[src/source/prot_game_pkg.sv]
package prot_game_pkg;

    // board variants sharing this protection logic
    typedef enum logic {
        robocop    = 1'b0,
        hippodrome = 1'b1
    } game_e;

    // hippodrome protection chip, only two known key/answer pairs
    localparam logic [7:0] prot_key_a = 8'h45;
    localparam logic [7:0] prot_ans_a = 8'h4e;

    localparam logic [7:0] prot_key_b = 8'h92;
    localparam logic [7:0] prot_ans_b = 8'h15;

    // irq1 hold time in clk cycles after the main CPU trigger
    localparam logic [7:0] irq_hold = 8'd255;

endpackage

[src/source/prot_map_pkg.sv]
package prot_map_pkg;

    // full address bus of the protection MCU
    localparam int mcu_addr_w = 21;

    // main CPU sees 2 kB of the shared RAM, byte lanes as words
    localparam int main_addr_w = 11;

    // MCU side of the shared RAM, 8 kB
    localparam int shared_aw = 13;

    // local work RAM, 2 kB
    localparam int work_aw = 11;

    // one entry per chip select the decoder can latch
    typedef enum logic [2:0] {
        region_none       = 3'd0,
        region_rom        = 3'd1,
        region_work_ram   = 3'd2,
        region_shared_ram = 3'd3,
        region_prot       = 3'd4,
        // video chip tile/scroll memory
        region_bac_ram    = 3'd5,
        // video chip mode register read
        region_bac_mode   = 3'd6
    } prot_region_e;

endpackage

[src/source/prot_irq.sv]
`timescale 1ns/10ps

module prot_irq (
    input  logic                                 clk,
    input  logic                                 rst,
    input  prot_game_pkg::game_e                 game,
    input  logic                                 main_cs,
    input  logic [prot_map_pkg::main_addr_w-1:0] main_addr,
    input  logic                                 lvbl,
    output logic                                 irq1_n,
    output logic                                 irq2_n
);

    logic       set_irq;
    logic       set_irq_l;
    logic       set_pulse;
    logic [7:0] cnt;
    logic [7:0] cnt_nxt;
    logic       irq1;

    // robocop raises irq1 when the main cpu touches the last shared byte
    assign set_irq   = main_cs && main_addr == '1 && game == prot_game_pkg::robocop;
    // one load per access, even if main_cs stays high
    assign set_pulse = set_irq & ~set_irq_l;
    assign cnt_nxt   = set_pulse ? prot_game_pkg::irq_hold :
                       (cnt != 8'd0) ? cnt - 8'd1 : cnt;

    always_ff @(posedge clk or posedge rst) begin
        if (rst) begin
            set_irq_l <= 1'b0;
            cnt       <= 8'd0;
            irq1      <= 1'b0;
        end else begin
            set_irq_l <= set_irq;
            cnt       <= cnt_nxt;
            if (set_pulse) begin
                irq1 <= 1'b1;
            end else if (cnt_nxt == 8'd1) begin
                // released as the count lands on 1
                irq1 <= 1'b0;
            end
        end
    end

    assign irq1_n = ~irq1;
    // hippodrome takes irq2 straight from vertical blank
    assign irq2_n = !(game == prot_game_pkg::hippodrome && !lvbl);

endmodule

[config.mk]
export PLATFORM = sky130hd
export DESIGN_NAME = prot_irq
export DESIGN_NICKNAME = d
export VERILOG_FILES = /design/src/source/prot_game_pkg.sv /design/src/source/prot_map_pkg.sv /design/src/source/prot_irq.sv
export SDC_FILE = /design/constraint.sdc
export NUM_CORES = 1
export LEC_CHECK = 0
export BUFFER_PORTS_ARGS = -buffer_cell sky130_fd_sc_hd__buf_2
export CAP_MARGIN = 20
export CORE_MARGIN = 10
export CORE_UTILIZATION = 45
export CTS_BUF_LIST = sky130_fd_sc_hd__clkbuf_16
export CTS_CLUSTER_DIAMETER = 30
export CTS_CLUSTER_SIZE = 20
export DETAILED_ROUTE_END_ITERATION = 6
export PLACE_DENSITY = 0.75
export SLEW_MARGIN = 20
export SYNTH_ARGS = -nofsm -noshare
export SYNTH_HDL_FRONTEND = slang
export SYNTH_SLANG_ARGS = --single-unit
[constraint.sdc]
create_clock -name clk -period 2.7 [get_ports clk]
set_clock_uncertainty 0.2 [all_clocks]
set_input_delay 0 -clock clk [delete_from_list [all_inputs] [get_ports clk]]
set_output_delay 0 -clock clk [all_outputs]
set_load 0.02 [all_outputs]
==> impl_metrics.json <==
{
  "status": "finished, final reports clean",
  "drive_above_1_share_pct": 25.00,
  "syn_area_per_cell_um2": 8.878,
  "die_w_um": 57.95,
  "multiInputGateArea_um2": 367.9,
  "netlist_area_um2": 648.1,
  "dp_hpwl_um": 1161,
  "synth_top_cell_by_area": "dfrtp_1",
  "rsz0062_at_grt": "no",
  "io_pins": 18,
  "hp-class": "input pin to output port",
  "wl_per_cell_um": 13.70,
  "place.gp.congestion": 0.7957,
  "p_leak_nw": 0.4349,
  "synth_seq_cells": 10,
  "crit_start": "cnt[0]",
  "r2r-start": "cnt[0]",
  "r2r_slack_ps": 670,
  "grt_start_max_net_pins": 11,
  "r2r_cells": 7,
  "holdWs_ps": 80.45,
  "dp_worst_setup_slack_ps": 672.7,
  "hold_buffers": 3,
  "hold_viol_final": 0,
  "cap_violations": 0,
  "cts_resized": 0,
  "final-setup-viol-count": 0,
  "antenna_found_initial": 0,
  "arrival_ps": 1930,
  "rows": 13,
  "fillCellCount": 107,
  "crit_required_ps": 2600,
  "max_freq_mhz": 492.8,
  "grt_pass1_wl_um": 2704,
  "path_clk_slew_ps": 40,
  "seq_area_um2": 250.2,
  "fin_crit_sh_pct": 75.15,
  "yosys-top-cells-area": "dfrtp_1, nand2_1, mux2i_1",
  "remaining_drc_errors": 0,
  "placed_cell_area_um2": 748.2,
  "synth_cells": 73,
  "firstDrtPassIters": 4,
  "start_util_pct": 48.59,
  "start_kind": "register",
  "htreeDepth": 1,
  "cts_tree": "yes",
  "layout_min_cycle_time_ps": 2029,
  "drt_iter0_markers": 6,
  "postRouteAntennaNets": 0,
  "slew_headroom_pct": 73.41,
  "io_buffers": 17,
  "via_count": 579,
  "ir_drop_mv": 0.5946,
  "area_delta_synth_final_pct": 32.24,
  "min_to": "irq2_n",
  "place_inst": 104,
  "cts_root_buf": "clkbuf_16",
  "track_usage_pct": 9.878,
  "final_nets": 115,
  "die_height_um": 57.95,
  "grt_overflow": 0,
  "cts_buffers": 3,
  "synth_top_area_share_pct": 38.61,
  "worst_slew_pin_slew_ps": 395.9,
  "async_flop_share_pct": 100.0,
  "yosysMostFrequentCell": "nand2_1",
  "p_per_area_nw_per_um2": 838.9,
  "cts_buffer_depth": 2,
  "r2r-end": "irq1",
  "n_antenna_cell": 0,
  "path_max_fanout": 5,
  "yosysWarningCount": 0,
  "insertion_delay_ps": 230,
  "synth_top_flop_cell": "dfrtp_1",
  "layout.cells.non_filler": 111,
  "core_area_um2": 1334,
  "vias_per_cell": 5.216,
  "syn_nets": 91,
  "die_area_um2": 3358,
  "end_kind": "register",
  "grt_pass1_vias": 646,
  "ys_seq_area_share_pct": 38.61,
  "holdPathStages": 3,
  "criticalPathCategory": "register to register",
  "wl_um": 1521,
  "clock-sinks": 10,
  "worst_slack_ps": 670.8,
  "fin_tns_setup_ps": 0,
  "slew_viol_final": 0,
  "synth_edf_count": 0,
  "synth.distinct_cells": 25,
  "cts_setup_buffers": 0,
  "hp-start": "game",
  "synthTopCellsByCount": "nand2_1, dfrtp_1, inv_1",
  "design_area_um2": 857.1
}
-- state kept, by name, summed over array words and instances, names as in the netlist --
signal and cells:
set_irq_l 1, irq1 1, cnt 8
-- report_power, final --
part	internal (mW)	switching, mW
Sequential	0.192	0.0831
Combinational	0.0946	0.0942
Clock	0.193	0.0616
Total	0.480	0.239
-- kinds of logic (layout without fill, tap and decap cells) --
group	after synthesis	after routing	share of synthesized area, %
buffers and inverters	8	31	4.633
multiplexers	3	3	4.633
XOR/XNOR	5	5	6.758
flip-flops	10	10	38.61
AO/OA/AOI/OAI	9	9	8.301
AND/OR/NAND/NOR	36	36	33.20
adder cells (fa/ha/maj)	2	2	3.860
-- per-stage QoR --
stage               power (mW)  utilization [%]
finish                  0.7190            64.26
global route            0.7641            64.26
CTS                     0.7203            64.26
detailed placement      0.4579            56.10
global placement        0.4551            56.10
floorplan               0.4052                -
-- critical path, cell delays in order (launching register included) --
cell and delay [ps]:
dfrtp_1 420, inv_1 120, ha_1 250, nor4b_2 360, mux2i_1 220, nand2_1 60, nor3_1 190, o21ai_1 80
-- worst max path at each step --
stage / slack (ps) / cells after the start / endpoint
2_1_floorplan: 850 / 7 / irq1
3_3_place_gp: 770 / 7 / irq1
3_5_place_dp: 670 / 7 / irq1
4_1_cts: 670 / 7 / irq1
5_1_grt: 470 / 7 / irq1
6_report: 670 / 7 / irq1
-- final cells by class --
cell class,instances,share of cell area [%]
multi-input combinational,55,42.92
sequential,10,29.20
timing repair buffer,20,13.43
clock buffer,3,8.759
inverter,7,3.066
tap,15,2.190
clock inverter,1,0.4380
-- routing by layer --
metal,up-vias,part of all wire [%],global-route usage [%]
met5,-,0,0
met4,0,0.53,4.027
met3,2,7.0,3.922
met2,24,45,15.18
met1,259,48,11.89
li1,294,-,-
-- placed cells by master (no fill, tap or decap), drive strengths merged, types with 2 or more instances in the layout --
master	n
buf	17
mux2i	3
ha	2
clkbuf	3
dfrtp	10
inv	7
dlygate4sd3	3
nand2	14
xnor2	3
nand4	2
nor3	2
nand2b	4
nor4	2
o21ai	3
nand3	2
xor2	2
nor2	5
a21oi	4
nand3b	2
Power figures use the tool's default switching activity.
