$ cat config.mk
export PLATFORM = sky130hd
export DESIGN_NAME = prot_decode_flat
export DESIGN_NICKNAME = d
export VERILOG_FILES = /design/src/source/prot_game_pkg.sv /design/src/source/prot_map_pkg.sv /design/src/source/prot_bus_if.sv /design/src/source/prot_decode.sv /design/src/flat_wrapper.sv
export SDC_FILE = /design/constraint.sdc
export NUM_CORES = 1
export LEC_CHECK = 0
export CAP_MARGIN = 20
export CORE_UTILIZATION = 55
export CTS_CLUSTER_DIAMETER = 40
export DETAILED_ROUTE_END_ITERATION = 10
export DONT_BUFFER_PORTS = 1
export GPL_TIMING_DRIVEN = 0
export MAX_ROUTING_LAYER = met4
export PLACE_DENSITY = 0.71
export SYNTH_ARGS = -nofsm -noshare
export SYNTH_HDL_FRONTEND = slang
export SYNTH_SLANG_ARGS = --single-unit
$ cat constraint.sdc
create_clock -name clk -period 1.13 [get_ports clk]
set_clock_uncertainty 0.2 [all_clocks]
set_input_delay 0.1695 -clock clk [delete_from_list [all_inputs] [get_ports clk]]
set_output_delay 0.1695 -clock clk [all_outputs]
set_load 0.02 [all_outputs]
$ cat src/source/prot_game_pkg.sv
package prot_game_pkg;

    // board variants sharing this protection logic
    typedef enum logic {
        robocop    = 1'b0,
        hippodrome = 1'b1
    } game_e;

    // hippodrome protection chip, only two known key/answer pairs
    localparam logic [7:0] prot_key_a = 8'h45;
    localparam logic [7:0] prot_ans_a = 8'h4e;

    localparam logic [7:0] prot_key_b = 8'h92;
    localparam logic [7:0] prot_ans_b = 8'h15;

    // irq1 hold time in clk cycles after the main CPU trigger
    localparam logic [7:0] irq_hold = 8'd255;

endpackage

$ cat src/source/prot_map_pkg.sv
package prot_map_pkg;

    // full address bus of the protection MCU
    localparam int mcu_addr_w = 21;

    // main CPU sees 2 kB of the shared RAM, byte lanes as words
    localparam int main_addr_w = 11;

    // MCU side of the shared RAM, 8 kB
    localparam int shared_aw = 13;

    // local work RAM, 2 kB
    localparam int work_aw = 11;

    // one entry per chip select the decoder can latch
    typedef enum logic [2:0] {
        region_none       = 3'd0,
        region_rom        = 3'd1,
        region_work_ram   = 3'd2,
        region_shared_ram = 3'd3,
        region_prot       = 3'd4,
        // video chip tile/scroll memory
        region_bac_ram    = 3'd5,
        // video chip mode register read
        region_bac_mode   = 3'd6
    } prot_region_e;

endpackage

$ cat src/source/prot_bus_if.sv
`timescale 1ns/10ps

interface prot_bus_if;

    // MCU address, 2 MB space
    logic [prot_map_pkg::mcu_addr_w-1:0] addr;
    // MCU write data
    logic [7:0] dout;
    // strobes, active low, valid from sx
    logic wrn;
    logic rdn;
    // address strobe, opens the bus cycle
    logic sx;
    // cycle end, closes it
    logic ce;
    // board variant selects the address map
    prot_game_pkg::game_e game;

    modport decode (
        input addr, dout, wrn, rdn, sx, ce, game
    );

    modport storage (
        input addr, dout, wrn
    );

    modport read_path (
        input ce
    );

endinterface

$ cat src/source/prot_decode.sv
`timescale 1ns/10ps

module prot_decode (
    input  logic                       clk,
    input  logic                       rst,
    prot_bus_if.decode                 bus,
    output logic                       rom_cs,
    output logic                       work_cs,
    output logic                       shd_cs,
    output logic                       prot_cs,
    output logic                       bac_cs,
    output logic                       bac_mode,
    output logic [10:0]                bac_addr,
    output logic [1:0]                 bac_dsn,
    output prot_map_pkg::prot_region_e region
);

    prot_map_pkg::prot_region_e nxt_region;
    logic [10:0]                nxt_bac_addr;
    logic [1:0]                 nxt_bac_dsn;
    logic                       bac_area;
    logic                       access;

    // a real bus cycle has one of the strobes low together with sx
    assign access   = ~bus.rdn | ~bus.wrn;
    // 1a0000-1bffff, video chip window on hippodrome
    assign bac_area = bus.addr[20:17] == 4'b1101;

    always_comb begin
        nxt_region   = prot_map_pkg::region_none;
        nxt_bac_addr = '0;
        nxt_bac_dsn  = 2'b11;
        if (bus.game == prot_game_pkg::hippodrome) begin
            if (bus.addr[20:16] == 5'h00) begin
                nxt_region = prot_map_pkg::region_rom;
            end else if (bus.addr[20:16] == 5'h1f) begin
                nxt_region = prot_map_pkg::region_work_ram;
            end else if (bus.addr[20:17] == 4'b1100) begin
                // 180000-19ffff
                nxt_region = prot_map_pkg::region_shared_ram;
            end else if (bus.addr[20:17] == 4'b1110) begin
                // 1c0000-1dffff, protection chip
                nxt_region = prot_map_pkg::region_prot;
            end else if (bac_area) begin
                // a12:a11 picks mode reg, scroll ram or map ram
                case (bus.addr[12:11])
                    2'd0:    nxt_region = prot_map_pkg::region_bac_mode;
                    2'd1:    nxt_region = prot_map_pkg::region_bac_ram;
                    2'd2:    nxt_region = prot_map_pkg::region_bac_ram;
                    default: nxt_region = prot_map_pkg::region_none;
                endcase
            end
            if (bac_area) begin
                // map ram sits in the upper half of the chip space
                nxt_bac_addr = {bus.addr[12:11] == 2'd2, bus.addr[10:1]};
                // 16-bit chip, odd address is the low byte
                nxt_bac_dsn  = {~bus.addr[0], bus.addr[0]};
            end
        end else begin
            if (bus.addr[20:16] == 5'h00) begin
                nxt_region = prot_map_pkg::region_rom;
            end else if (bus.addr[20:16] == 5'h1f) begin
                // 1f0000-1f1fff work, 1f2000-1f3fff shared
                nxt_region = bus.addr[13] ? prot_map_pkg::region_shared_ram
                                          : prot_map_pkg::region_work_ram;
            end
        end
    end

    // selects latch on sx and hold until ce
    always_ff @(posedge clk or posedge rst) begin
        if (rst) begin
            region   <= prot_map_pkg::region_none;
            rom_cs   <= 1'b0;
            work_cs  <= 1'b0;
            shd_cs   <= 1'b0;
            prot_cs  <= 1'b0;
            bac_cs   <= 1'b0;
            bac_mode <= 1'b0;
            bac_addr <= '0;
            bac_dsn  <= 2'b11;
        end else if (bus.sx && access) begin
            region   <= nxt_region;
            rom_cs   <= nxt_region == prot_map_pkg::region_rom;
            work_cs  <= nxt_region == prot_map_pkg::region_work_ram;
            shd_cs   <= nxt_region == prot_map_pkg::region_shared_ram;
            prot_cs  <= nxt_region == prot_map_pkg::region_prot;
            bac_cs   <= nxt_region == prot_map_pkg::region_bac_ram;
            bac_mode <= nxt_region == prot_map_pkg::region_bac_mode;
            bac_addr <= nxt_bac_addr;
            bac_dsn  <= nxt_bac_dsn;
        end else if (bus.ce) begin
            // ce only comes once waitn is high again
            region   <= prot_map_pkg::region_none;
            rom_cs   <= 1'b0;
            work_cs  <= 1'b0;
            shd_cs   <= 1'b0;
            prot_cs  <= 1'b0;
            bac_cs   <= 1'b0;
            bac_mode <= 1'b0;
            bac_addr <= '0;
            bac_dsn  <= 2'b11;
        end
    end

endmodule

$ cat src/flat_wrapper.sv
// flat-port wrapper written by rule: the top's interface ports become plain ports
module prot_decode_flat 
  (clk, rst, rom_cs, work_cs, shd_cs, prot_cs, bac_cs, bac_mode, bac_addr, bac_dsn, region, bus_addr, bus_dout, bus_wrn, bus_rdn, bus_sx, bus_ce, bus_game);
  prot_bus_if bus_i ();
  input  logic clk;
  input  logic rst;
  output logic rom_cs;
  output logic work_cs;
  output logic shd_cs;
  output logic prot_cs;
  output logic bac_cs;
  output logic bac_mode;
  output logic [10:0] bac_addr;
  output logic [1:0] bac_dsn;
  output prot_map_pkg::prot_region_e region;
  input wire logic [$bits(bus_i.addr)-1:0] bus_addr;
  input wire logic [$bits(bus_i.dout)-1:0] bus_dout;
  input wire logic [$bits(bus_i.wrn)-1:0] bus_wrn;
  input wire logic [$bits(bus_i.rdn)-1:0] bus_rdn;
  input wire logic [$bits(bus_i.sx)-1:0] bus_sx;
  input wire logic [$bits(bus_i.ce)-1:0] bus_ce;
  input wire logic [$bits(bus_i.game)-1:0] bus_game;
  assign bus_i.addr = bus_addr;
  assign bus_i.dout = bus_dout;
  assign bus_i.wrn = bus_wrn;
  assign bus_i.rdn = bus_rdn;
  assign bus_i.sx = bus_sx;
  assign bus_i.ce = bus_ce;
  assign bus_i.game = bus_game;
  prot_decode u_core (.clk(clk), .rst(rst), .bus(bus_i), .rom_cs(rom_cs), .work_cs(work_cs), .shd_cs(shd_cs), .prot_cs(prot_cs), .bac_cs(bac_cs), .bac_mode(bac_mode), .bac_addr(bac_addr), .bac_dsn(bac_dsn), .region(region));
endmodule
==> impl_metrics.toml <==
[synth]
yosys_warnings = 0
netlist_top_cells_area = "dfrtp_1 (49%), a22o_1 (9.5%), a32o_1 (5.9%)"
yosysTopAreaCell = "dfrtp_1"
syn_inst = 84
ys_ff_latch = 22
yosys.area.top_type_share_pct = 49.3
synth_area_um2 = 1020
yosysSeqAreaShare_pct = 54.4
ys_types = 26
synth_nets = 123
synth_area_per_cell_um2 = 12.1

[global_routing]
grt_antenna_before_repair = 0
track_usage_pct = 23.9
grt_pass1_wl_um = 3310
first_global_vias = 735
grt_overflow = 0
grt_start_max_net_pins = 23

[sta]
worst_slack_ps = -152
relSlewSlack_pct = 47.4
period_needed_ps = 1280
drv_slew = 0
whs_ps = -309
worst_pin_slew_ps = 788
fin_setup_tns_ps = -691
max_freq_mhz = 780
finalSetupViolCount = 26
finalHoldViolCount = 35
timing.final.crit_share_pct = 113
rsz0062_at_grt = "true"

[clock_network]
cts_buffers = 3
clock_latency_ps = 300
cts-root-buf = "clkbuf_4"
clock_sinks = 22
cts_tree = "built"
clockBufferDepth = 2
ctsHtreeMaxLevel = 1
hold_buffers = 12
clk_pin_slew_ps = 110

[worst_hold_path]
hold_class = "primary input to async pin"

[final_layout]
mostFrequentLayoutCells = "dfrtp_2 (20), dlygate4sd3_1 (12), a22o_1 (11)"
fillCellCount = 116
drive_above_1_share_pct = 48.5
antenna_cells = 0
nets = 143
final_common_cell = "dfrtp_2"
area_growth_pct = 32.4

[pwr]
internal_power_mw = 1.09
p_comb_share_pct = 12.6
p_seq_share_pct = 57.8
power_frac_clock_pct = 29.5
netSwitchingFraction_pct = 23.1
power_leakage_nw = 0.577
power.density_nw_per_um2 = 1050
p_switching_mw = 0.326
vdd_drop_max_v = 0.000716

[drt]
drt_drc_violations_left = 0
dr.pass1.iters = 4
drt_iter0_drc = 26
via_per_inst = 6.08
ant_nets = 0
num_vias = 778
drt_wl_total_um = 2100
wl_per_cell_um = 16.4

[setup_path]
crit_type = "register to output port"
critPathMaxFanout = 2
critPathCaptureType = "output port"
cp.arrival_ps = 910
worstPathRequired_ps = 760
startpoint_type = "register"

[placed_design]
gp_congestion = 0.724
pre_cts_ws_ps = -475
port_buffers = 0
dpl.hpwl_um = 1490

[flow_run]
max_cap_viol_count = 0

[outcome]
violations = "negative hold slack, negative setup slack"
status = "complete, but fails checks"

[floorplanning]
dieArea_um2 = 2020
io_pins = 58
num_rows = 15
die_height_um = 45.0
start_util_pct = 58.8
core_um2 = 1730
fp.dieW_um = 45.0
## flip-flops by register name, summed over array words and instances (netlist names)
| register | flops |
|---|---|
| u_core.shd_cs | 1 |
| u_core.rom_cs | 1 |
| u_core.bac_addr | 11 |
| u_core.bac_dsn | 2 |
| u_core.prot_cs | 1 |
| u_core.work_cs | 1 |
| u_core.bac_mode | 1 |
| u_core.bac_cs | 1 |
| u_core.region | 3 |
## synth_stat cells
cell and number:
nand2_1 2, nor3_2 2, a22o_1 11, nor2b_1 3
o31ai_1 1, nand3b_1 1, dfstp_2 2, or4_4 1
or3_4 1, buf_2 1, ha_1 3, o21a_1 1
buf_4 1, a21oi_1 3, nor2_4 1, a21o_1 3
a21boi_2 1, nand3_1 3, nand4_1 1, inv_1 6
dfrtp_1 20, a32o_1 6, nor3b_1 3, nor3_1 4
nor2_1 2, buf_6 1
## stage by stage
step                instance area, um2  cells  util [%]  power (mW)
finish                            1350    128      77.9        1.41
detailed placement                1120    109      64.7       0.955
global placement                  1120    109      64.7       0.948
floorplan                         1090     84         -       0.930
global route                      1350    128      77.9        1.48
CTS                               1330    128      77.0        1.42
## path summary, 6_finish.rpt
path                                               start                             end  slack (ps)  cells past startpoint
max                        u_core.bac_dsn[0]$_DFFE_PP1P_                      bac_dsn[0]        -150                      0
min                                                  rst  u_core.bac_addr[5]$_DFFE_PP0P_        -310                      1
max reg2reg                 u_core.region[0]$_DFFE_PP0P_    u_core.region[0]$_DFFE_PP0P_          60                      2
min reg2reg                 u_core.region[2]$_DFFE_PP0P_    u_core.region[2]$_DFFE_PP0P_         390                      1
max in group asynchronous                            rst  u_core.bac_addr[1]$_DFFE_PP0P_         500                      1
min in group clk                                  bus_ce   u_core.bac_dsn[1]$_DFFE_PP1P_        -170                      2
## cells by family (layout without fill, tap and decap cells)
family | count (synthesis) | after routing | synth area share, %
buf+inv | 9 | 28 | 4.56
simple gates | 24 | 24 | 15.6
flops | 22 | 22 | 54.4
fa+ha+maj | 3 | 3 | 3.69
compound gates | 26 | 26 | 21.7
## timing repair
item / in CTS / in global routing
buffers inserted: 3 / 0
resized for setup: 22 / 3
pin swaps: 6 / 1
hold endpoints to repair: 38 / 35
endpoints found under the setup margin: 37 / 29
## metal layers
| metal | routed length (um) | track usage, % | part of all wire (%) |
|---|---|---|---|
| met1 | 898 | 30.0 | 43 |
| met2 | 1010 | 36.2 | 48 |
| met3 | 162 | 6.00 | 7.7 |
| met4 | 31 | 10.9 | 1.5 |
| met5 | 0 | - | 0 |
## cell type report
class / instances / area [um2] / area share, %
buffer: 3 / 33.8 / 2.51
clock buffer: 4 / 36.3 / 2.70
inverter: 6 / 37.5 / 2.79
multi-input combinational: 53 / 485 / 36.1
sequential: 22 / 578 / 43.0
tap: 25 / 31.3 / 2.33
timing repair buffer: 15 / 143 / 10.6
## power by group through the flow
stage          logic [mW]  clock network, mW  registers [mW]
4_1_cts             0.170              0.431           0.816
3_5_place_dp        0.125                  0           0.830
3_3_place_gp        0.118                  0           0.830
6_report            0.178              0.417           0.816
2_1_floorplan       0.102                  0           0.828
5_1_grt             0.195              0.471           0.818
Power figures use the tool's default switching activity.
