--- src/source/prot_game_pkg.sv ---
package prot_game_pkg;

    // board variants sharing this protection logic
    typedef enum logic {
        robocop    = 1'b0,
        hippodrome = 1'b1
    } game_e;

    // hippodrome protection chip, only two known key/answer pairs
    localparam logic [7:0] prot_key_a = 8'h45;
    localparam logic [7:0] prot_ans_a = 8'h4e;

    localparam logic [7:0] prot_key_b = 8'h92;
    localparam logic [7:0] prot_ans_b = 8'h15;

    // irq1 hold time in clk cycles after the main CPU trigger
    localparam logic [7:0] irq_hold = 8'd255;

endpackage

--- src/source/prot_map_pkg.sv ---
package prot_map_pkg;

    // full address bus of the protection MCU
    localparam int mcu_addr_w = 21;

    // main CPU sees 2 kB of the shared RAM, byte lanes as words
    localparam int main_addr_w = 11;

    // MCU side of the shared RAM, 8 kB
    localparam int shared_aw = 13;

    // local work RAM, 2 kB
    localparam int work_aw = 11;

    // one entry per chip select the decoder can latch
    typedef enum logic [2:0] {
        region_none       = 3'd0,
        region_rom        = 3'd1,
        region_work_ram   = 3'd2,
        region_shared_ram = 3'd3,
        region_prot       = 3'd4,
        // video chip tile/scroll memory
        region_bac_ram    = 3'd5,
        // video chip mode register read
        region_bac_mode   = 3'd6
    } prot_region_e;

endpackage

--- src/source/prot_bus_if.sv ---
`timescale 1ns/10ps

interface prot_bus_if;

    // MCU address, 2 MB space
    logic [prot_map_pkg::mcu_addr_w-1:0] addr;
    // MCU write data
    logic [7:0] dout;
    // strobes, active low, valid from sx
    logic wrn;
    logic rdn;
    // address strobe, opens the bus cycle
    logic sx;
    // cycle end, closes it
    logic ce;
    // board variant selects the address map
    prot_game_pkg::game_e game;

    modport decode (
        input addr, dout, wrn, rdn, sx, ce, game
    );

    modport storage (
        input addr, dout, wrn
    );

    modport read_path (
        input ce
    );

endinterface

--- src/source/prot_read_path.sv ---
`timescale 1ns/10ps

module prot_read_path (
    input  logic                       clk,
    input  logic                       rst,
    prot_bus_if.read_path              bus,
    input  prot_map_pkg::prot_region_e region,
    input  logic [7:0]                 work_q,
    input  logic [7:0]                 shd_q,
    input  logic [7:0]                 prot_q,
    input  logic [7:0]                 rom_data,
    input  logic                       rom_cs,
    input  logic                       rom_ok,
    input  logic [7:0]                 bac_data,
    input  logic                       bac_cs,
    input  logic                       bac_ok,
    input  logic [7:0]                 bac_mode_din,
    input  logic                       main_cs,
    output logic [7:0]                 din,
    output logic                       waitn
);

    logic       rom_good;
    logic       bac_good;
    logic [7:0] din_nxt;

    // a port is good when idle or once it has answered
    always_ff @(posedge clk or posedge rst) begin
        if (rst) begin
            rom_good <= 1'b1;
            bac_good <= 1'b1;
        end else begin
            rom_good <= !rom_cs || rom_ok;
            bac_good <= !bac_cs || bac_ok;
        end
    end

    // main cpu access to the shared ram stalls the mcu
    assign waitn = ~main_cs & rom_good & bac_good;

    always_comb begin
        case (region)
            prot_map_pkg::region_rom:        din_nxt = rom_data;
            prot_map_pkg::region_work_ram:   din_nxt = work_q;
            prot_map_pkg::region_shared_ram: din_nxt = shd_q;
            prot_map_pkg::region_prot:       din_nxt = prot_q;
            prot_map_pkg::region_bac_ram:    din_nxt = bac_data;
            prot_map_pkg::region_bac_mode:   din_nxt = bac_mode_din;
            // open bus
            default:                         din_nxt = 8'hff;
        endcase
    end

    // held on ce so the core samples a stable byte at cycle end
    always_ff @(posedge clk) begin
        if (!bus.ce) begin
            din <= din_nxt;
        end
    end

endmodule

--- src/flat_wrapper.sv ---
// flat-port wrapper written by rule: the top's interface ports become plain ports
module prot_read_path_flat 
  (clk, rst, region, work_q, shd_q, prot_q, rom_data, rom_cs, rom_ok, bac_data, bac_cs, bac_ok, bac_mode_din, main_cs, din, waitn, bus_ce);
  prot_bus_if bus_i ();
  input  logic clk;
  input  logic rst;
  input  prot_map_pkg::prot_region_e region;
  input  logic [7:0] work_q;
  input  logic [7:0] shd_q;
  input  logic [7:0] prot_q;
  input  logic [7:0] rom_data;
  input  logic rom_cs;
  input  logic rom_ok;
  input  logic [7:0] bac_data;
  input  logic bac_cs;
  input  logic bac_ok;
  input  logic [7:0] bac_mode_din;
  input  logic main_cs;
  output logic [7:0] din;
  output logic waitn;
  input wire logic [$bits(bus_i.ce)-1:0] bus_ce;
  assign bus_i.ce = bus_ce;
  prot_read_path u_core (.clk(clk), .rst(rst), .bus(bus_i), .region(region), .work_q(work_q), .shd_q(shd_q), .prot_q(prot_q), .rom_data(rom_data), .rom_cs(rom_cs), .rom_ok(rom_ok), .bac_data(bac_data), .bac_cs(bac_cs), .bac_ok(bac_ok), .bac_mode_din(bac_mode_din), .main_cs(main_cs), .din(din), .waitn(waitn));
endmodule
--- config.mk ---
export PLATFORM = sky130hd
export DESIGN_NAME = prot_read_path_flat
export DESIGN_NICKNAME = d
export VERILOG_FILES = /design/src/source/prot_game_pkg.sv /design/src/source/prot_map_pkg.sv /design/src/source/prot_bus_if.sv /design/src/source/prot_read_path.sv /design/src/flat_wrapper.sv
export SDC_FILE = /design/constraint.sdc
export NUM_CORES = 1
export LEC_CHECK = 0
export ABC_AREA = 0
export BUFFER_PORTS_ARGS = -buffer_cell sky130_fd_sc_hd__buf_2
export CAP_MARGIN = 25
export CORE_MARGIN = 3
export CORE_UTILIZATION = 43
export CTS_CLUSTER_DIAMETER = 150
export CTS_CLUSTER_SIZE = 28
export DETAILED_ROUTE_END_ITERATION = 10
export MAX_ROUTING_LAYER = met4
export PLACE_DENSITY_LB_ADDON = 0.25
export SYNTH_ARGS = -nofsm -noshare
export SYNTH_HDL_FRONTEND = slang
export SYNTH_SLANG_ARGS = --single-unit
--- constraint.sdc ---
create_clock -name clk -period 1.5 [get_ports clk]
set_input_delay 0.15 -clock clk [delete_from_list [all_inputs] [get_ports clk]]
set_output_delay 0.15 -clock clk [all_outputs]
set_load 0.01 [all_outputs]
==> results.tsv, run 1 <==
metric	value	unit
crit-path max cell delay	0.51	ns
initial antenna violation count	0	
register area share after synthesis	31.6	%
vias in the first global route	800	
I/O pins	68	
worst-path cell chain	nand2_1, nor2_1, buf_2	
Die Width	52.4	microns
die area	0.00275	sq mm
Setup WS post-layout	0.314	ns
fill cell count	188	
critical-path maximum fanout	1	
Core Rows	16	
Final Instance Area	0.00124	sq mm
most frequent cells in the layout	buf_2, mux2i_1, nor2_1, edfxtp_1	
via/cell ratio	4.99	
RSZ-0062 raised after global routing	false	
gpl congestion	0.763	
Synth Net Count	153	
multi-input logic area	520	sq um
P_leak	0.608	nW
Reg area	293	sq um
final hold vios	0	
Max Fclk	843	MHz
drt first-iter violations	13	
most common cell after layout, fill and taps aside	buf_2	
DRC	0	
largest net degree at the start of global routing	25	
Setup TNS	0	ns
max cap viols	0	
H-tree lvl count	1	
slew margin rel.	67.5	%
Critical Path RT	1.35	ns
Post-DRT Antenna Nets	0	
drt total wl	2220	microns
Ys Warns	0	
pwr dens	644	mW/mm^2
clock slew at reported path FFs	0.06	ns
Final HPWL DP	1830	microns
drt wl/cell	11.9	microns
met2 GRT Util	26.7	%
Longest Clk Path Bufs	2	
core area	0.00200	sq mm
endpoints failing setup	0	
synth unique cells	27	
CTS tree	built	
Crit. End Element	primary output	
Mapped Area	926	sq um
dpl ws	0.0431	ns
Post-CTS Setup Inserts	0	
aggregate global routing overflow	0	
Max IR drop VDD	0.000319	V
first-pass GRT wire length	3340	microns
Die Ht	52.4	microns
Pre-antenna DRT Iters	4	
total CTS buffers	3	
nets@finish	219	
Tcrit/Tclk final	79.1	%
layout cells sized above 1	54.1	%
root buffer cell	clkbuf_4	
CP arrival	1.04	ns
Vias	928	
Area after DPL	0.00121	sq mm
Slew Limit Fails	0	
Tightest Hold Check Type	in2reg	
GR peak layer	met2	
Diodes inserted	0	
Tmin final	1.19	ns
Min Hold Slack	0.0378	ns
IO buf count	67	
Initial Util	46.3	%
GR met3 Demand/Resource	2.28	%
CP Launch Type	register	
Mapped Cells	94	
slowest CP cell	dfstp_2	
total global routing track utilization	16.3	%
WS Path Type	reg2out	
P&R area growth vs syn	34.5	%
status	finished, final reports clean	
dominant delay contributor by cell family on the critical path	flip-flops	
met1 Track Usage GR	21.2	%
Bufs and invs on worst path	1	
clock sinks	10	
Synth Register Bits	10	
Avg Cell Area, Syn	9.85	sq um
Worst Tran Pin Value	0.487	ns
## sequential cells by signal (all words and copies together), names as in the netlist
| name | cells |
|---|---|
| u_core.bac_good | 1 |
| u_core.din | 8 |
| u_core.rom_good | 1 |
## layer usage
| metal | wire, microns | vias up |
|---|---|---|
| met3 | 203 | 3 |
| met5 | 0 | - |
| met4 | 16 | 0 |
| met2 | 1070 | 45 |
| li1 | - | 478 |
| met1 | 929 | 402 |
## synthesized netlist by cell type, drive strengths merged
cell	number	area [sq um]
a21oi	1	5.00
nor2	8	30.0
edfxtp	8	240
dlymetal6s2s	1	12.5
o32ai	1	8.76
dfstp	2	52.6
or3	1	6.26
inv	3	11.3
nand2	3	13.8
a221o	7	70.1
nor2b	10	77.6
o22ai	7	43.8
nand2b	4	25.0
or2	1	6.26
o221ai	1	8.76
clkbuf	2	17.5
and2b	6	57.6
o21ai	7	35.0
nand3b	7	52.6
buf	6	71.3
mux2i	8	80.1
## cells by family (layout without fill, tap and decap cells)
kind of cell / Yosys count / in the layout / synth area share (%)
AO/OA/AOI/OAI: 24 / 24 / 18.5
buffers and inverters: 12 / 77 / 12.2
flip-flops: 10 / 10 / 31.6
multiplexers: 8 / 8 / 8.65
AND/OR/NAND/NOR: 40 / 40 / 29.1
## per-stage QoR
| step | power, mW | utilization, % | cells |
|---|---|---|---|
| final | 0.801 | 62.2 | 186 |
| after global routing | 0.850 | 62.2 | 186 |
| after CTS | 0.808 | 62.2 | 186 |
| after detailed placement | 0.614 | 60.4 | 181 |
| after global placement | 0.608 | 60.4 | 181 |
| after floorplan | 0.514 | - | 94 |
## repair_timing
item	4_1_cts	5_1_grt
endpoints found under the setup margin	0	0
endpoints found under the hold margin	2	0
gates resized for setup	0	0
hold buffers	1	0
## where the power goes
part	internal [mW]	switching, mW
Combinational	0.148	0.120
Clock	0.102	0.0892
Sequential	0.336	0.00559
Total	0.587	0.214
## layout make-up
cell class / count / area share [%]
Timing Repair Buffer: 70 / 28.9
Inverter: 3 / 0.905
Sequential cell: 10 / 23.5
Tap cell: 27 / 2.71
Multi-Input combinational cell: 72 / 41.8
Clock buffer: 4 / 2.11
## worst paths after layout
check / from / to / slack (ns) / cells past startpoint
max: u_core.bac_good / waitn / 0.31 / 3
min: rom_cs / u_core.rom_good / 0.04 / 2
max in group asynchronous: rst / u_core.bac_good / 1.02 / 3
min in group asynchronous: rst / u_core.rom_good / 0.46 / 3
No activity file was read; power rests on OpenSTA's default activity.
==> run 2, diff against run 1 <==
--- a/config.mk
+++ b/config.mk
@@ -9,7 +9,7 @@
 export BUFFER_PORTS_ARGS = -buffer_cell sky130_fd_sc_hd__buf_2
 export CAP_MARGIN = 25
 export CORE_MARGIN = 3
-export CORE_UTILIZATION = 43
+export CORE_UTILIZATION = 40
 export CTS_CLUSTER_DIAMETER = 150
 export CTS_CLUSTER_SIZE = 28
 export DETAILED_ROUTE_END_ITERATION = 10
==> constraint.sdc (replaced) <==
create_clock -name clk -period 1.2 [get_ports clk]
set_input_delay 0.12 -clock clk [delete_from_list [all_inputs] [get_ports clk]]
set_output_delay 0.12 -clock clk [all_outputs]
set_load 0.01 [all_outputs]
==> results.tsv, run 2 (synthesis gave the netlist of run 1 again) <==
metric	value	unit	change
first-pass GRT wire length	4000	microns	+20%
logic gate share of total power	33.0	%	-0.5 points
total global routing track utilization	19.5	%	+3.2 points
multi-input logic area	520	sq um	unchanged
die area	0.00293	sq mm	+6.6%
Worst Tran Pin Value	0.528	ns	+0.0404 ns
number of flip-flops in the largest register	8		unchanged
Crit. End Element	primary output		
Min Hold Slack	0.0473	ns	+0.00945 ns
vias in the first global route	998		+25%
aggregate global routing overflow	0		unchanged
drt wl/cell	13.4	microns	+12%
Max Fclk	844	MHz	
Setup TNS	0	ns	unchanged
Final Instance Area	0.00133	sq mm	+6.6%
Final HPWL DP	2190	microns	+19%
max cap viols	0		unchanged
clock slew at reported path FFs	0.07	ns	about the same
Core Rows	16		unchanged
Post-DRT Antenna Nets	0		unchanged
clock sinks	10		unchanged
most common cell after layout, fill and taps aside	buf_2		
total CTS buffers	3		unchanged
Util after Layout	63.8	%	+1.6 points
Die Ht	54.1	microns	+3.3%
RSZ-0062 raised after global routing	true		
Post-CTS Setup Inserts	0		unchanged
Flop pwr share	38.9	%	-3.7 points
Critical Path RT	1.08	ns	-0.27 ns
endpoints failing setup	0		unchanged
Tcrit/Tclk final	98.8	%	
most frequent cells in the layout	buf_2, buf_4, mux2i_1, nor2_1, edfxtp_1		
pwr dens	830	mW/mm^2	+29%
drt first-iter violations	17		+4
H-tree lvl count	1		unchanged
gpl congestion	0.807		+5.8%
largest net degree at the start of global routing	21		-16%
P&R area growth vs syn	43.4	%	
nets@finish	228		+4.1%
root buffer cell	clkbuf_4		
CTS tree	built		
Die Width	54.1	microns	+3.3%
Initial Util	44.5	%	-1.8 points
Sw Ratio	26.6	%	-0.16 points
Vias	989		+6.6%
Total Power	1.10	mW	+38%
Max IR drop VDD	0.000491	V	+54%
Top reg by flops	u_core.din		
P_leak	0.656	nW	+7.9%
slew margin rel.	64.8	%	-2.7 points
core area	0.00208	sq mm	+4.0%
DRC	0		unchanged
status	finished, final reports clean		
Reg area	293	sq um	unchanged
Top Registers	u_core.din x8, u_core.bac_good x1, u_core.rom_good x1		
WS Path Type	reg2out		
Slew Limit Fails	0		unchanged
Tightest Hold Check Type	in2reg		
critical-path maximum fanout	1		unchanged
IO buf count	67		unchanged
initial antenna violation count	0		unchanged
Longest Clk Path Bufs	2		unchanged
Post-CTS Resized	0		unchanged
final hold vios	0		unchanged
Pre-antenna DRT Iters	4		unchanged
fill cell count	185		-1.6%
Area after DPL	0.00126	sq mm	+4.3%
I/O pins	68		unchanged
Net Sw Power	0.293	mW	+37%
Diodes inserted	0		unchanged
Tmin final	1.19	ns	
drt total wl	2610	microns	+18%
CP arrival	1.07	ns	+0.03 ns
clock power share	28.1	%	+4.2 points
Internal	0.809	mW	+38%
CP Launch Type	register		
layout cells sized above 1	56.0	%	+1.9 points
via/cell ratio	5.07		+1.7%
run 2: cell count changes in the layout (fill, tap and decap cells not counted), sizes merged:
cell,previous run,this run
buf,69,76
dlygate4sd3,1,3
run 2: final cells by class:
type / instances / share of cell area, %
Multi-Input combinational cell: 72 / 39.2
Timing Repair Buffer: 79 / 32.6
Sequential cell: 10 / 22.1
Clock buffer: 4 / 2.73
Tap cell: 27 / 2.54
Inverter: 3 / 0.848
run 2: worst max-delay path: stages, from the launching register on:
cell	delay [ns]
dfstp_2	0.53
nand2_1	0.05
nor2_1	0.08
buf_2	0.14
run 2: what timing repair did:
item	4_1_cts	5_1_grt
endpoints found under the setup margin	0	1
hold buffers	3	0
endpoints found under the hold margin	4	0
run 2: power groups by stage:
stage               Sequential (mW)  Combinational, mW  Clock, mW
floorplan                     0.453              0.190          0
global placement              0.434              0.347          0
detailed placement            0.436              0.356          0
CTS                           0.428              0.364      0.310
global route                  0.432              0.399      0.334
finish                        0.428              0.363      0.310
run 2: final timing paths:
path                            startpoint         endpoint  slack [ns]  depth (start not counted)
max                        u_core.bac_good            waitn        0.01                          3
min                                 rom_ok  u_core.rom_good        0.05                          2
max in group asynchronous              rst  u_core.bac_good        0.77                          3
min in group asynchronous              rst  u_core.rom_good        0.41                          3
run 2: stage by stage:
step                setup WS [ns]  instances
floorplan                  0.0943         94
global placement           -0.184        188
detailed placement         -0.220        188
CTS                        0.0227        195
global route              -0.0306        195
finish                     0.0146        195
run 2: layer usage:
layer  up-vias  track usage (%)  wire, microns
met3         7             1.94            177
met1       442             21.8           1020
met5         -                -              0
met2        47             33.5           1350
li1        493                -              -
met4         0             11.2             59
